File: src/design/rv_fe_pkg.sv
package rv_fe_pkg;

  // ------------------------------------------------------------------
  // Address and PC
  // ------------------------------------------------------------------

  // RV32I address width
  localparam int XLEN = 32;

  typedef logic [XLEN-1:0] pc_t;

  // First fetch address after reset
  localparam pc_t RESET_PC = 32'h0000_0000;

  // ------------------------------------------------------------------
  // Branch target buffer
  // ------------------------------------------------------------------

  localparam int BTB_ENTRIES = 16;
  localparam int BTB_IDX_W   = 4;
  localparam int BTB_TAG_W   = 26;

  // Index sits just above the byte offset, tag takes the rest
  localparam int BTB_IDX_LSB = 2;

  // 2-bit saturating counter, upper bit set means taken
  typedef logic [1:0] ctr_t;

  localparam ctr_t CTR_WEAK_TAKEN = 2'd2;
  localparam ctr_t CTR_WEAK_NOT   = 2'd1;

  // One lookup result, combinational from the fetch PC
  typedef struct packed {
    logic hit;
    logic taken;
    logic is_return;
    pc_t  tgt;
  } btb_pred_t;

  // ------------------------------------------------------------------
  // Return address stack
  // ------------------------------------------------------------------

  localparam int RAS_DEPTH = 8;
  localparam int RAS_PTR_W = 3;

  // Occupancy runs 0..RAS_DEPTH, so one more bit than the pointer
  localparam int RAS_CNT_W = RAS_PTR_W + 1;

endpackage

File: src/design/btb_update_if.sv
`timescale 1ns/10ps

// One BTB update per strobe, no handshake
interface btb_update_if
  import rv_fe_pkg::*;
(
  input logic clk
);

  logic en;
  pc_t  pc;
  pc_t  tgt;
  logic taken;
  logic is_ret;
  logic is_jal;

  // Back end side, driven from the top-level ports
  modport src(input clk, output en, pc, tgt, taken, is_ret, is_jal);

  // BTB side
  modport sink(input clk, input en, pc, tgt, taken, is_ret, is_jal);

endinterface

File: src/design/btb.sv
`timescale 1ns/10ps

module btb
  import rv_fe_pkg::*;
(
  input  logic              clk,
  input  logic              rst_n,
  input  pc_t               lookup_pc,
  output btb_pred_t         pred,
  btb_update_if.sink        upd
);

  // ------------------------------------------------------------------
  // Entry storage
  // ------------------------------------------------------------------

  // Valid bits are control state, the rest is payload
  logic [BTB_ENTRIES-1:0] valid_q;
  logic [BTB_TAG_W-1:0]   tag_q [BTB_ENTRIES];
  pc_t                    tgt_q [BTB_ENTRIES];
  ctr_t                   ctr_q [BTB_ENTRIES];
  logic                   ret_q [BTB_ENTRIES];
  logic                   jal_q [BTB_ENTRIES];

  // Lookup side index and tag
  logic [BTB_IDX_W-1:0] lk_idx;
  logic [BTB_TAG_W-1:0] lk_tag;
  logic                 lk_hit;

  // Update side index and tag
  logic [BTB_IDX_W-1:0] up_idx;
  logic [BTB_TAG_W-1:0] up_tag;
  logic                 up_hit;

  // Saturating step of a taken counter
  function automatic ctr_t ctr_step(ctr_t c, logic taken);
    ctr_t n;
    n = c;
    if (taken && (c != 2'd3)) begin
      n = c + 2'd1;
    end else if (!taken && (c != 2'd0)) begin
      n = c - 2'd1;
    end
    return n;
  endfunction

  // ------------------------------------------------------------------
  // Lookup
  // ------------------------------------------------------------------

  assign lk_idx = lookup_pc[BTB_IDX_LSB +: BTB_IDX_W];
  assign lk_tag = lookup_pc[XLEN-1 -: BTB_TAG_W];
  assign lk_hit = valid_q[lk_idx] && (tag_q[lk_idx] == lk_tag);

  always_comb begin
    pred.hit       = lk_hit;
    // Counter upper bit or an unconditional jump predicts taken
    pred.taken     = lk_hit && (ctr_q[lk_idx][1] || jal_q[lk_idx]);
    pred.is_return = lk_hit && ret_q[lk_idx];
    pred.tgt       = tgt_q[lk_idx];
  end

  // ------------------------------------------------------------------
  // Update
  // ------------------------------------------------------------------

  assign up_idx = upd.pc[BTB_IDX_LSB +: BTB_IDX_W];
  assign up_tag = upd.pc[XLEN-1 -: BTB_TAG_W];
  assign up_hit = valid_q[up_idx] && (tag_q[up_idx] == up_tag);

  always_ff @(posedge clk) begin
    if (!rst_n) begin
      valid_q <= '0;
    end else if (upd.en) begin
      valid_q[up_idx] <= 1'b1;
    end
  end

  // Written at edge N, seen by lookups from cycle N+1
  always_ff @(posedge clk) begin
    if (upd.en) begin
      tgt_q[up_idx] <= upd.tgt;
      ret_q[up_idx] <= upd.is_ret;
      if (up_hit) begin
        // Same branch again, tag stays, counter trains
        ctr_q[up_idx] <= ctr_step(ctr_q[up_idx], upd.taken);
      end else begin
        // New branch takes over the slot
        tag_q[up_idx] <= up_tag;
        jal_q[up_idx] <= upd.is_jal;
        ctr_q[up_idx] <= upd.taken ? CTR_WEAK_TAKEN : CTR_WEAK_NOT;
      end
    end
  end

  // Back end must hand over clean fields with every strobe
  a_upd_known : assert property (
    @(posedge upd.clk) disable iff (!rst_n)
    upd.en |-> !$isunknown({upd.pc, upd.tgt, upd.taken, upd.is_ret, upd.is_jal})
  ) else $error("btb: unknown update fields with en high");

endmodule

File: src/design/fetch_frontend.sv
`timescale 1ns/10ps

module fetch_frontend
  import rv_fe_pkg::*;
(
  input  logic clk,
  input  logic rst_n,

  // Stalls and instruction memory
  input  logic stall,
  input  logic imem_stall,
  output logic imem_ren,
  output pc_t  imem_raddr,

  // Redirect from the back end
  input  logic redir_valid,
  input  pc_t  redir_tgt,

  // BTB training from the back end
  input  logic btb_upd_en,
  input  pc_t  btb_upd_pc,
  input  pc_t  btb_upd_tgt,
  input  logic btb_upd_taken,
  input  logic btb_upd_is_ret,
  input  logic btb_upd_is_jal,

  // Call seen by the back end
  input  logic ras_push_en,
  input  pc_t  ras_push_addr
);

  pc_t       pc;
  logic      fetch_en;
  btb_pred_t pred;
  logic      ras_valid;
  pc_t       ras_tgt;
  logic      ras_pop_en;

  btb_update_if btb_upd (.clk(clk));

  // ------------------------------------------------------------------
  // Update bundle from plain ports
  // ------------------------------------------------------------------

  assign btb_upd.en     = btb_upd_en;
  assign btb_upd.pc     = btb_upd_pc;
  assign btb_upd.tgt    = btb_upd_tgt;
  assign btb_upd.taken  = btb_upd_taken;
  assign btb_upd.is_ret = btb_upd_is_ret;
  assign btb_upd.is_jal = btb_upd_is_jal;

  // ------------------------------------------------------------------
  // Units
  // ------------------------------------------------------------------

  pc_gen u_pc_gen (
    .clk        (clk),
    .rst_n      (rst_n),
    .stall      (stall),
    .imem_stall (imem_stall),
    .redir_valid(redir_valid),
    .redir_tgt  (redir_tgt),
    .pred       (pred),
    .ras_valid  (ras_valid),
    .ras_tgt    (ras_tgt),
    .pc         (pc),
    .fetch_en   (fetch_en),
    .pop_en     (ras_pop_en)
  );

  // Lookup runs off the registered PC
  btb u_btb (
    .clk      (clk),
    .rst_n    (rst_n),
    .lookup_pc(pc),
    .pred     (pred),
    .upd      (btb_upd)
  );

  ras u_ras (
    .clk      (clk),
    .rst_n    (rst_n),
    .push_en  (ras_push_en),
    .push_addr(ras_push_addr),
    .pop_en   (ras_pop_en),
    .ras_valid(ras_valid),
    .ras_tgt  (ras_tgt)
  );

  // SRAM-style fetch, address is the PC itself
  assign imem_ren   = fetch_en;
  assign imem_raddr = pc;

endmodule

File: src/design/pc_gen.sv
`timescale 1ns/10ps

module pc_gen
  import rv_fe_pkg::*;
(
  input  logic      clk,
  input  logic      rst_n,
  input  logic      stall,
  input  logic      imem_stall,
  input  logic      redir_valid,
  input  pc_t       redir_tgt,
  input  btb_pred_t pred,
  input  logic      ras_valid,
  input  pc_t       ras_tgt,
  output pc_t       pc,
  output logic      fetch_en,
  output logic      pop_en
);

  // Set once RESET_PC has been presented with fetch enabled
  logic fetch_started;

  logic hold;
  logic advance;
  logic sel_ras;
  logic sel_btb;
  pc_t  pc_plus4;
  pc_t  pc_next;

  // ------------------------------------------------------------------
  // Advance rules
  // ------------------------------------------------------------------

  assign hold = stall || imem_stall;

  // Redirect wins over any stall
  // First fetch after reset keeps RESET_PC for one more edge
  assign advance = redir_valid || (fetch_started && !hold);

  // ------------------------------------------------------------------
  // Next PC priority
  // ------------------------------------------------------------------

  assign pc_plus4 = pc + pc_t'(4);

  // Return with a live stack entry
  assign sel_ras = !redir_valid && pred.hit && pred.is_return && ras_valid;

  // Taken BTB hit, also a return once the stack ran dry
  assign sel_btb = !redir_valid && !sel_ras && pred.hit && pred.taken;

  always_comb begin
    if (redir_valid) begin
      pc_next = redir_tgt;
    end else if (sel_ras) begin
      pc_next = ras_tgt;
    end else if (sel_btb) begin
      pc_next = pred.tgt;
    end else begin
      pc_next = pc_plus4;
    end
  end

  // Consume the stack entry only when the PC actually moves
  assign pop_en = sel_ras && advance;

  // ------------------------------------------------------------------
  // PC and fetch enable registers
  // ------------------------------------------------------------------

  always_ff @(posedge clk) begin
    if (!rst_n) begin
      pc            <= RESET_PC;
      fetch_en      <= 1'b0;
      fetch_started <= 1'b0;
    end else begin
      fetch_started <= 1'b1;
      // Low after a stalled cycle unless a redirect came in
      fetch_en      <= !hold || redir_valid;
      if (advance) begin
        pc <= pc_next;
      end
    end
  end

  // Redirects and predictions must keep instructions word aligned
  a_pc_aligned : assert property (
    @(posedge clk) disable iff (!rst_n)
    pc[1:0] == 2'b00
  ) else $error("pc_gen: misaligned fetch PC %h", pc);

endmodule

File: src/design/ras.sv
`timescale 1ns/10ps

module ras
  import rv_fe_pkg::*;
(
  input  logic clk,
  input  logic rst_n,
  input  logic push_en,
  input  pc_t  push_addr,
  input  logic pop_en,
  output logic ras_valid,
  output pc_t  ras_tgt
);

  // Circular storage, top_q points at the newest entry
  pc_t                  stack_q [RAS_DEPTH];
  logic [RAS_PTR_W-1:0] top_q;
  logic [RAS_PTR_W-1:0] top_inc;
  logic [RAS_PTR_W-1:0] top_dec;
  logic [RAS_CNT_W-1:0] cnt_q;

  // Pointer wraps at the stack depth
  assign top_inc = top_q + RAS_PTR_W'(1);
  assign top_dec = top_q - RAS_PTR_W'(1);

  assign ras_valid = (cnt_q != '0);
  assign ras_tgt   = stack_q[top_q];

  // ------------------------------------------------------------------
  // Pointer and occupancy
  // ------------------------------------------------------------------

  always_ff @(posedge clk) begin
    if (!rst_n) begin
      top_q <= '0;
      cnt_q <= '0;
    end else begin
      case ({push_en, pop_en})
        2'b10: begin
          top_q <= top_inc;
          // Full stack drops its oldest entry, count stays at depth
          if (cnt_q != RAS_CNT_W'(RAS_DEPTH)) begin
            cnt_q <= cnt_q + RAS_CNT_W'(1);
          end
        end
        2'b01: begin
          top_q <= top_dec;
          cnt_q <= cnt_q - RAS_CNT_W'(1);
        end
        default: begin
          // Idle, or push with pop which only swaps the top
          top_q <= top_q;
          cnt_q <= cnt_q;
        end
      endcase
    end
  end

  // ------------------------------------------------------------------
  // Entry writes
  // ------------------------------------------------------------------

  always_ff @(posedge clk) begin
    if (push_en && pop_en) begin
      stack_q[top_q] <= push_addr;
    end else if (push_en) begin
      stack_q[top_inc] <= push_addr;
    end
  end

  // Fetch side only pops what it saw as a valid return target
  a_no_pop_empty : assert property (
    @(posedge clk) disable iff (!rst_n)
    pop_en |-> ras_valid
  ) else $error("ras: pop with empty stack");

endmodule

File: config.mk
export PLATFORM = sky130hd
export DESIGN_NAME = fetch_frontend
export DESIGN_NICKNAME = d
export VERILOG_FILES = /design/src/design/rv_fe_pkg.sv /design/src/design/btb_update_if.sv /design/src/design/btb.sv /design/src/design/fetch_frontend.sv /design/src/design/pc_gen.sv /design/src/design/ras.sv
export SDC_FILE = /design/constraint.sdc
export NUM_CORES = 1
export LEC_CHECK = 0
export BUFFER_PORTS_ARGS = -buffer_cell sky130_fd_sc_hd__buf_2
export CAP_MARGIN = 40
export CORE_MARGIN = 4
export CORE_UTILIZATION = 40
export DETAILED_ROUTE_END_ITERATION = 8
export RECOVER_POWER = 50
export SYNTH_ARGS = -nofsm -noshare
export SYNTH_HDL_FRONTEND = slang
export SYNTH_HIERARCHICAL = 1
export SYNTH_SLANG_ARGS = --single-unit
File: constraint.sdc
create_clock -name clk -period 9.9 [get_ports clk]
set_input_delay 0.495 -clock clk [delete_from_list [all_inputs] [get_ports clk]]
set_output_delay 0.495 -clock clk [all_outputs]
set_load 0.05 [all_outputs]
* Word-level counts from Yosys, hierarchy flattened
Memory sizes are Yosys's and may differ from the RTL's. A register that Yosys moved wholly into a read port is not among the register bits. Index checks and enable logic that the tools add are counted. Widths: inputs -> output; s select.
Word-level totals: logic and storage cells 107, output and inout port bits 33, memory bits (writable) 1248, flip-flop bits (word level) 57, latch bits 0, bits of input ports 138, memories 6, ROM bits 0
Operators by class: shift operators 0, bitwise logic cells 2, multiply operators 0, add/subtract/negate cells 7, divide/modulo/power cells 0, multiplexer cells 47, equality and inequality tests 7, reductions and logical operators 29, order comparisons 3
Memory list:
- u_btb.tgt_q | depth 16, width 32, read ports 1, clocked after memory_dff 1, wr ports 1, RTL line btb.sv:20 | pc_t tgt_q [BTB_ENTRIES];
- u_btb.tag_q | depth 16, width 26, read ports 2, clocked after memory_dff 1, wr ports 1, RTL line btb.sv:19 | logic [BTB_TAG_W-1:0] tag_q [BTB_ENTRIES];
- u_ras.stack_q | depth 8, width 32, read ports 1, clocked after memory_dff 1, wr ports 1, RTL line ras.sv:16 | pc_t stack_q [RAS_DEPTH];
- u_btb.ctr_q | depth 16, width 2, read ports 2, clocked after memory_dff 1, wr ports 1, RTL line btb.sv:21 | ctr_t ctr_q [BTB_ENTRIES];
- u_btb.jal_q | depth 16, width 1, read ports 1, clocked after memory_dff 1, wr ports 1, RTL line btb.sv:23 | logic jal_q [BTB_ENTRIES];
- u_btb.ret_q | depth 16, width 1, read ports 1, clocked after memory_dff 1, wr ports 1, RTL line btb.sv:22 | logic ret_q [BTB_ENTRIES];
Operators with widths (number):
- $mux 32 | 4
- $eq 26x26->1 | 2
- $mux 4 | 11
- $add 32x3->32 const B | 1
- $reduce_or 32->1 | 1
- $mux 1 | 18
- $logic_and 1x1->1 | 16
- $or 16x16->16 | 1
- $mux 2 | 6
- $lt 4x5->1 const B | 2
- $mux 3 | 3
- $bmux 1 s4 | 2
- $pmux 4 s2 | 1
- $pmux 3 s2 | 1
- $add 4x1->4 const B | 1
- $demux 1 s4 | 1
- $ge 4x1->1 const B | 1
- $logic_not 1->1 | 4
- $logic_or 1x1->1 | 4
- $ne 4x4->1 const B | 1
- $reduce_bool 2->1 | 2
- $reduce_bool 4->1 | 1
- $sub 4x1->4 const B | 1
- $add 3x1->3 const B | 1
- 9 further kinds | 9

* Logic depth before layout (Yosys ltp)
Gate-level depths: netlist (run 1).
depth in word-level cells 15, depth in mapped cells 23, mapped depth without buffers 16

* Cells and area by module
Netlist (run 1), hierarchy kept.
Modules (own cells, without submodules):
- btb | times used 1, area each 42575.8 um^2, cells an instance 1937
- ras | times used 1, area each 10447.5 um^2, cells an instance 453
- pc_gen | times used 1, area each 2882.8 um^2, cells an instance 394

* Worst setup path after synthesis (run 1)
Ideal clock, no wire load.
path kind input to register, start point input btb_upd_pc[3], end point memory u_btb.jal_q[2], enable pin, path slack 2.638 ns, required time 9.486 ns, setup time 0.414 ns, arrival 6.848 ns, stages on the path 8, cells stage by stage buf_4 buf_2 buf_2 buf_1 buf_1 nand2_1 nor4_1 nor2b_1
On the way: longest elaborated chain between the ends 6
RTL lines:
- start, declared | RTL line fetch_frontend.sv:21 | input pc_t btb_upd_pc,
- $mem_v2 16x26 or $bmux 1 s4 (tied branches)
- $eq 26x26->1 or $mux 1 (tied branches) | RTL line btb.sv:69 | assign up_hit = valid_q[up_idx] && (tag_q[up_idx] == up_tag);
- $logic_and 1x1->1 | RTL line btb.sv:69
- $mux 1 | RTL line btb.sv:84 | if (up_hit) begin
- $mux 1 | RTL line btb.sv:81 | if (upd.en) begin
- $mux 1 (not written as such) | RTL line btb.sv:90 | jal_q[up_idx] <= upd.is_jal;
- end, declared | RTL line btb.sv:23
Parallel ways exist; a longest one is shown, timed or not. The select of a mux whose other input is x is not followed.

* Worst setup path after layout (run 1)
start point input btb_upd_pc[3], end point memory u_btb/ctr_q[3][1] in the netlist's numbering (data pin)
On the way: longest elaborated chain between the ends 8
RTL lines (RTL line):
- branches (longest 7 deep; another with $mem_v2 16x2)
- $mux 2 (no line) (*)
- end, declared | btb.sv:21
Mark *: on every way between the ends. The select of a mux whose other input is x is not followed.

==> metrics.md, run 1 <==
| Metric | Value |
|---|---|
| Status | `finished with violations` |
| Violated checks | `capacitance limit, slew limit` |
| Grt total ovfl | `0` |
| Crit path cell chain | `clkbuf_1 > clkbuf_1 > nand2_1 > o22ai_1 > a211oi_1 > xor2_1 > nor4_2 > nand4_1 > nor4_4 > buf_4 > o21a_1 > o22a_1` |
| Fin crit share | `0.8026` |
| Via density | `roughly 6.0` |
| Post-Syn Area | `55910 um^2` |
| Synth unique cells | `87` |
| Crit Path Class | `in2reg` |
| Clk root buf | `clkbuf_16` |
| Post-synth top area cell | `edfxtp_1` |
| Post-synth EDFFs | `1248` |
| CP startpoint kind | `input pin` |
| Max_slew headroom | `-1.306` |
| Slowest cell on crit path | `clkbuf_1` |
| Total track usage | `0.2109` |
| Fmax | `~130 MHz` |
| Finish-stage setup viols | `0` |
| Post-DRT Antenna Nets | `0` |
| CP most frequent cell | `clkbuf_1` |
| Critical Path Fanout Max | `53` |
| Final worst path period need | `7.946 ns` |
| # DRC | `0` |
| Final Hold Viols | `0` |
| CP delay by family, top | `buffers and inverters` |
| Cell with the most instances after synthesis | `edfxtp_1` |
| IO Count | `171` |
| Clk Latency, worst-skew pair | `0.77 ns` |
| Routability cong. | `0.8998` |
| Nets | `3200` |
| CTS tree | `done` |
| Worst EP arrival | `8.42 ns` |
| Bufs on Longest Clock Path | `3` |
| Pre-Repair DR Iteration Count | `6` |
| CTS buffer count | `140` |
| Avg WL per Cell | `30.83 um` |
| Vias in the first global route | `just over 30000` |
| Post-synth top flop | `edfxtp_1` |
| Max cap viols | `5` |
| Detailed placement HPWL | `94.20 mm` |
| Placed inst area | `59450 um^2` |
| Synth Register Bits | `1308` |
| Setup_tns | `0 ns` |
| WP buf/inv | `3` |
| Worst-Margin Slew | `3.459 ns` |
| Crit. End Element | `register` |
| Syn nets | `2932` |
| Slew Viols, Final | `slightly below 200` |
| Yosys warning count | `6` |
| Via Count | `30300` |
| Initial core utilization | `0.4046` |
| Largest net degree at the start of global routing | `between 90 and 100` |
| Clk slew on worst S/H paths | `0.06 ns` |
| Total Routed Length | `roughly 160 mm` |
| Die Height | `approximately 380 um` |
| Die area | `145800 um^2` |
| Sink Count | `1308` |
| RSZ-0062 raised after global routing | `false` |
| PortBufs | `168` |
| FILL cells | `11490` |
| P&R area growth vs syn | `14.79%` |
| Most frequent cells after synthesis | `1248 x edfxtp_1, 403 x mux4_2, 72 x clkbuf_1, 72 x nand2_1, 71 x nor2_1` |
| Synth top area cells | `edfxtp_1 67%, mux4_2 16%, mux4_1 2.5%, dfxtp_1 2.1%, mux2i_1 1.2%` |
| Data required time at the worst endpoint | `10.37 ns` |
| Initial drt markers | `3301` |
| Postcts setup bufs | `0` |
| Area share of the largest cell type after synthesis | `0.6703` |
| Design Area, Final | `64180 um^2` |
| Clk_skew | `around 0.03 ns` |
| First-pass GRT wire length | `222.6 mm` |
| Synth async-reset ratio | `0` |
| Mapped Avg Cell Area | `~20 um^2` |
| Pwr Density | `192.9 nW/um^2` |
| CORE AREA | `138200 um^2` |
| Die Width | `approximately 380 um` |
| Initial antenna violation count | `22` |
| P_leak | `20.05 nW` |
| Max IR drop VDD | `0.1354 mV` |
| H-tree level count | `4` |
| Post-Synthesis Cells | `2784` |
| Crit-path max cell delay | `2.51 ns` |
| Worst min path class | `in2reg` |
| Ratio of cells with drive above 1 in the final layout | `0.2718` |
| Sequential share of the synthesized area | `0.6918` |
| Row count | `about 140` |
worst paths after layout:
check	startpoint	endpoint	slack (ns)	cells past startpoint
worst min register to register	u_btb/valid_q[14]$_SDFFE_PN0P_	u_btb/valid_q[14]$_SDFFE_PN0P_	0.49	1
worst max-delay path	btb_upd_pc[3]	u_btb/ctr_q[3][1]$_DFFE_PP_	1.95	12
worst min-delay path	redir_tgt[19]	u_pc_gen/pc[19]$_SDFFE_PN0P_	0.1	3
worst max register to register	u_pc_gen/pc[2]$_SDFFE_PN0P_	u_ras/stack_q[6][11]$_DFFE_PP_	2.61	17
state kept, by name (all words and copies together), names as in the netlist, named ones only:
signal / count
u_btb/tgt_q: 512
u_btb/tag_q: 416
u_ras/stack_q: 256
u_btb/ctr_q: 32
u_pc_gen/pc: 32
u_btb/jal_q: 16
u_btb/ret_q: 16
u_btb/valid_q: 16
u_ras/cnt_q: 4
u_ras/top_q: 3
u_pc_gen/fetch_en: 1
u_pc_gen/fetch_started: 1
tightest hold or removal path: stages:
cell and delay, ns:
buf_2 0.10, a2bb2oi_1 0.06, o22ai_1 0.15
cell usage in the layout (no fill, tap or decap), types with 13 or more instances in the layout:
| cell type | count |
|---|---|
| mux4_1 | 54 |
| mux2_2 | 43 |
| nand2b_1 | 13 |
| edfxtp_1 | 1248 |
| clkbuf_1 | 128 |
| xor2_1 | 23 |
| nand3_1 | 25 |
| nand2_1 | 72 |
| clkinv_2 | 20 |
| mux4_2 | 403 |
| nor3_1 | 31 |
| o21a_1 | 19 |
| inv_1 | 30 |
| buf_4 | 69 |
| nor3_2 | 13 |
| nand4_1 | 22 |
| a22oi_1 | 13 |
| clkinv_1 | 41 |
| o221ai_1 | 13 |
| nor2_1 | 56 |
| mux2i_1 | 69 |
| a211oi_1 | 15 |
| dfxtp_1 | 54 |
| a221oi_1 | 13 |
| clkbuf_16 | 142 |
| nor2_4 | 14 |
| xnor2_1 | 58 |
| a21oi_1 | 51 |
| buf_2 | 66 |
| o21ai_0 | 47 |
| o22ai_1 | 25 |
| dlygate4sd3_1 | 38 |
metrics by stage:
step | utilization | hold slack, ns | total power (W) | cells | setup slack [ns]
after floorplan | - | 0.4474 | 0.007001 | 2784 | 2.638
after global placement | 0.4277 | 0.4612 | 0.007383 | 4719 | 2.267
after detailed placement | 0.4303 | 0.4763 | 0.007435 | 4735 | 2.714
after CTS | 0.4654 | 0.02730 | 0.01251 | 5035 | 2.704
after global routing | 0.4643 | 0.06476 | 0.01280 | 5037 | 1.837
final | 0.4645 | 0.09504 | 0.01238 | 5043 | 1.954
cell families after synthesis:
family | Yosys count | synth area share
xor+xnor | 81 | 0.01269
simple gates | 336 | 0.03207
compound gates | 282 | 0.03507
flops | 1308 | 0.6918
fa+ha+maj | 10 | 0.002238
mux | 569 | 0.2087
buf+inv | 198 | 0.01737
report_power, final:
group | leakage [nW] | total (W) | switching [W] | internal [W]
clock | 2.19 | 0.00506 | 0.00215 | 0.00291
combinational | 6.08 | 0.00105 | 0.000609 | 0.000437
sequential | 11.8 | 0.00628 | 0.0000841 | 0.00619
cell type report:
type	count	area [um^2]	area share
Clock buffer	173	3740	0.05828
Tap cell	1863	2331	0.03632
Antenna cell	8	20.02	0.0003119
Inverter	30	112.6	0.001755
Multi-Input combinational cell	1278	16520	0.2575
Clock inverter	89	728.2	0.01135
Sequential cell	1308	38700	0.6030
Timing Repair Buffer	294	2023	0.03153
what timing repair did:
action,CTS,global route
hold buffers,38,0
endpoints found under the setup margin,0,0
hold endpoints to repair,262,0
gates resized for setup,0,0
layer usage:
metal | vias to the layer above | routed length, um | global-route usage | part of all wire
met5 | - | 100 | 0 | 0.00064
met4 | 14 | 4854 | 0.06818 | 0.031
met3 | 304 | 12140 | 0.04524 | 0.078
met2 | 1400 | 78050 | 0.3540 | 0.50
met1 | 16150 | 60330 | 0.2753 | 0.39
li1 | 12430 | - | - | -
(Power assumes the default switching activity.)
==> run 2: changes to the inputs <==
==> constraint.sdc (replaced) <==
create_clock -name clk -period 7.1 [get_ports clk]
set_input_delay 0.355 -clock clk [delete_from_list [all_inputs] [get_ports clk]]
set_output_delay 0.355 -clock clk [all_outputs]
set_load 0.05 [all_outputs]
==> run 2 against run 1 <==
Effect of this change: the run still ends with capacitance limit, slew limit left; utilization up 0.67 points; worst setup slack lost 1.2 ns; register-to-register slack got worse by 1.9 ns; cell area rose by 1.5%; clock-buffer cell count increased by 5; critical path depth rose by 5; combinational power up 42%; highest routed layer unchanged; sequential power grew 39%; hold slack worse by 0.014 ns; critical path type is now reg2reg; largest cell class unchanged; first-iteration DRC count rose by 2.7%; final cell count grew 1.5%.
==> metrics.md, run 2 (same netlist as run 1, synthesis figures left out) <==
| Metric | Value |
|---|---|
| Ratio of cells with drive above 1 in the final layout | `0.2629 (-0.008822)` |
| IO Count | `171 (unchanged)` |
| Sink Count | `1308 (unchanged)` |
| Clk root buf | `clkbuf_16` |
| Finish-stage setup viols | `0 (unchanged)` |
| Nets | `3286 (+2.7%)` |
| Die Width | `381.9 um (unchanged)` |
| # DRC | `0 (unchanged)` |
| Initial core utilization | `0.4046 (unchanged)` |
| Final non-filler cell total | `5119 (+1.5%)` |
| P&R area growth vs syn | `16.46%` |
| Crit-path max cell delay | `0.70 ns (-1.81 ns)` |
| Grt total ovfl | `0 (unchanged)` |
| Bufs on Longest Clock Path | `3 (unchanged)` |
| P_leak | `20.37 nW (+1.6%)` |
| Initial drt markers | `3389 (+2.7%)` |
| CORE AREA | `138200 um^2 (unchanged)` |
| Slew Viols, Final | `417 (+110%)` |
| Via Count | `30610 (+1.0%)` |
| Most common cell after layout, fill and taps aside | `edfxtp_1` |
| Critical Path Fanout Max | `23 (-57%)` |
| Total track usage | `0.2130 (+0.002013)` |
| Worst EP arrival | `6.84 ns (-1.58 ns)` |
| Die area | `145800 um^2 (unchanged)` |
| Clk Latency, worst-skew pair | `0.78 ns (about the same)` |
| Max_slew headroom | `-1.336 (-0.03032)` |
| Die Height | `381.9 um (unchanged)` |
| Vias in the first global route | `31200 (+0.65%)` |
| Violated checks | `capacitance limit, slew limit` |
| RSZ-0062 raised after global routing | `false` |
| Crit. End Element | `register` |
| Via density | `5.980 (-0.45%)` |
| Initial antenna violation count | `15 (-32%)` |
| CP delay by family, top | `simple AND/OR/NAND/NOR gates` |
| NetSw | `0.003970 W (+40%)` |
| Routability cong. | `0.9160 (+1.8%)` |
| Crit Path Class | `reg2reg` |
| Sw Share | `0.2259 (-0.003477)` |
| Fmax | `156.7 MHz` |
| CP startpoint kind | `register` |
| CTS tree | `done` |
| Max cap viols | `11 (+6)` |
| Status | `finished with violations` |
| Worst-Margin Slew | `3.505 ns (+0.04547 ns)` |
| Row count | `136 (unchanged)` |
| Most frequent cells in the layout | `1248 x edfxtp_1, 403 x mux4_2, 154 x clkbuf_1` |
| Inst Count DP | `4741 (+0.13%)` |
| Worst min path class | `in2reg` |
| First-pass GRT wire length | `225.1 mm (+1.1%)` |
| Register with the most flip-flops | `u_btb/tgt_q` |
| Max IR drop VDD | `0.1704 mV (+26%)` |
| PortBufs | `168 (unchanged)` |
| Slowest cell on crit path | `dfxtp_4` |
| H-tree level count | `4 (unchanged)` |
| Largest register FFs | `512 (unchanged)` |
| Final worst path period need | `6.382 ns` |
| Part of the power in registers | `0.498 (-0.009)` |
| Core Util, Final | `0.4712 (+0.006737)` |
| Pwr Density | `270.0 nW/um^2 (+40%)` |
| Clk_skew | `0.05228 ns (+0.02236 ns)` |
| Final Hold Viols | `0 (unchanged)` |
| Total power after layout | `0.01758 W (+42%)` |
| Setup_tns | `0 ns (unchanged)` |
| Clock share of power | `0.417 (+0.008)` |
| Post-place setup slack | `0.5603 ns (-2.154 ns)` |
| Total Routed Length | `156.3 mm (+0.50%)` |
| Post-DRT Antenna Nets | `0 (unchanged)` |
| Detailed placement HPWL | `94.97 mm (+0.83%)` |
| CTS buffer count | `139 (-0.71%)` |
| Pre-Repair DR Iteration Count | `8 (+2)` |
| Fin crit share | `0.8989` |
| Setup ws final | `0.7176 ns (-1.236 ns)` |
| Crit path cell chain | `buf_4 > mux4_2 > mux4_2 > xnor2_1 > nand4_1 > nor3_1 > and3_1 > buf_4 > nand3_1 > nor3_2 > inv_1 > ha_1 > nand3b_1 > o21ai_0 > o21ai_0 > nor2_4 > buf_12` |
| Pint | `0.01361 W (+43%)` |
| Top flop regs | `u_btb/tgt_q (512), u_btb/tag_q (416), u_ras/stack_q (256)` |
| Data required time at the worst endpoint | `7.56 ns (-2.81 ns)` |
| WP buf/inv | `4 (+1)` |
| Avg WL per Cell | `30.52 um (-0.99%)` |
| Logic gate share of total power | `0.085 (about the same)` |
| Clk slew on worst S/H paths | `0.06 ns (about the same)` |
| Postcts setup bufs | `0 (unchanged)` |
| Largest net degree at the start of global routing | `108 (+9.1%)` |
[run 2: cell types whose count changed in the layout (fill, tap and decap cells not counted), moves of 4 or more]
cell,previous run,this run
buf_16,10,4
buf_2,66,52
buf_12,5,9
clkinv_4,0,4
inv_6,9,2
bufinv_16,8,16
clkinv_1,41,21
dlygate4sd3_1,38,118
clkinv_2,20,15
clkbuf_1,128,154
[run 2: worst paths after layout]
kind	startpoint	endpoint	slack, ns	depth (start not counted)
worst max-delay path	u_pc_gen/pc[2]$_SDFFE_PN0P_	u_ras/stack_q[3][9]$_DFFE_PP_	0.72	17
worst min-delay path	redir_tgt[29]	u_pc_gen/pc[29]$_SDFFE_PN0P_	0.08	5
worst max register to register	u_pc_gen/pc[2]$_SDFFE_PN0P_	u_ras/stack_q[3][9]$_DFFE_PP_	0.72	17
worst min register to register	u_btb/valid_q[6]$_SDFFE_PN0P_	u_btb/valid_q[6]$_SDFFE_PN0P_	0.49	1
[run 2: worst min-delay path, stage by stage]
cell and delay [ns]:
buf_2 0.13, nand2_1 0.06, o211ai_1 0.09, o21ai_0 0.08, o22ai_1 0.09
[run 2: layout make-up]
cell class                      instances  area (um^2)
Fill cell                           11450        73070
Sequential cell                      1308        38700
Multi-Input combinational cell       1278        16530
Clock buffer                          178         3749
Timing Repair Buffer                  381         2764
Tap cell                             1863         2331
Clock inverter                         73        899.6
Inverter                               30        112.6
Antenna cell                            8        20.02
[run 2: routing by layer]
| metal | wire length (um) | track usage | part of all wire |
|---|---|---|---|
| met2 | 76740 | 0.3489 | 0.49 |
| met4 | 6084 | 0.07955 | 0.039 |
| met3 | 11480 | 0.04117 | 0.073 |
| met5 | 48 | 0 | 0.00031 |
| met1 | 61900 | 0.2841 | 0.40 |
[run 2: metrics by stage]
step / area (um^2) / hold slack [ns]
3_5_place_dp: 59450 / 0.4709
3_3_place_gp: 59290 / 0.4624
4_1_cts: 65270 / 0.007808
5_1_grt: 65100 / 0.07855
6_report: 65110 / 0.08064
2_1_floorplan: 55910 / 0.3827
[run 2: what timing repair did]
action / in CTS / in global routing
gates resized for setup: 0 / 1
hold buffers: 117 / 1
hold endpoints to repair: 1202 / 2
setup endpoints to repair: 0 / 18
[run 2: power groups by stage]
stage	Clock [W]	Combinational [W]	Sequential, W
6_report	0.00733	0.00149	0.00875
5_1_grt	0.00781	0.00158	0.00877
4_1_cts	0.00748	0.00152	0.00875
3_5_place_dp	0	0.00145	0.00891
3_3_place_gp	0	0.00140	0.00890
2_1_floorplan	0	0.000864	0.00890
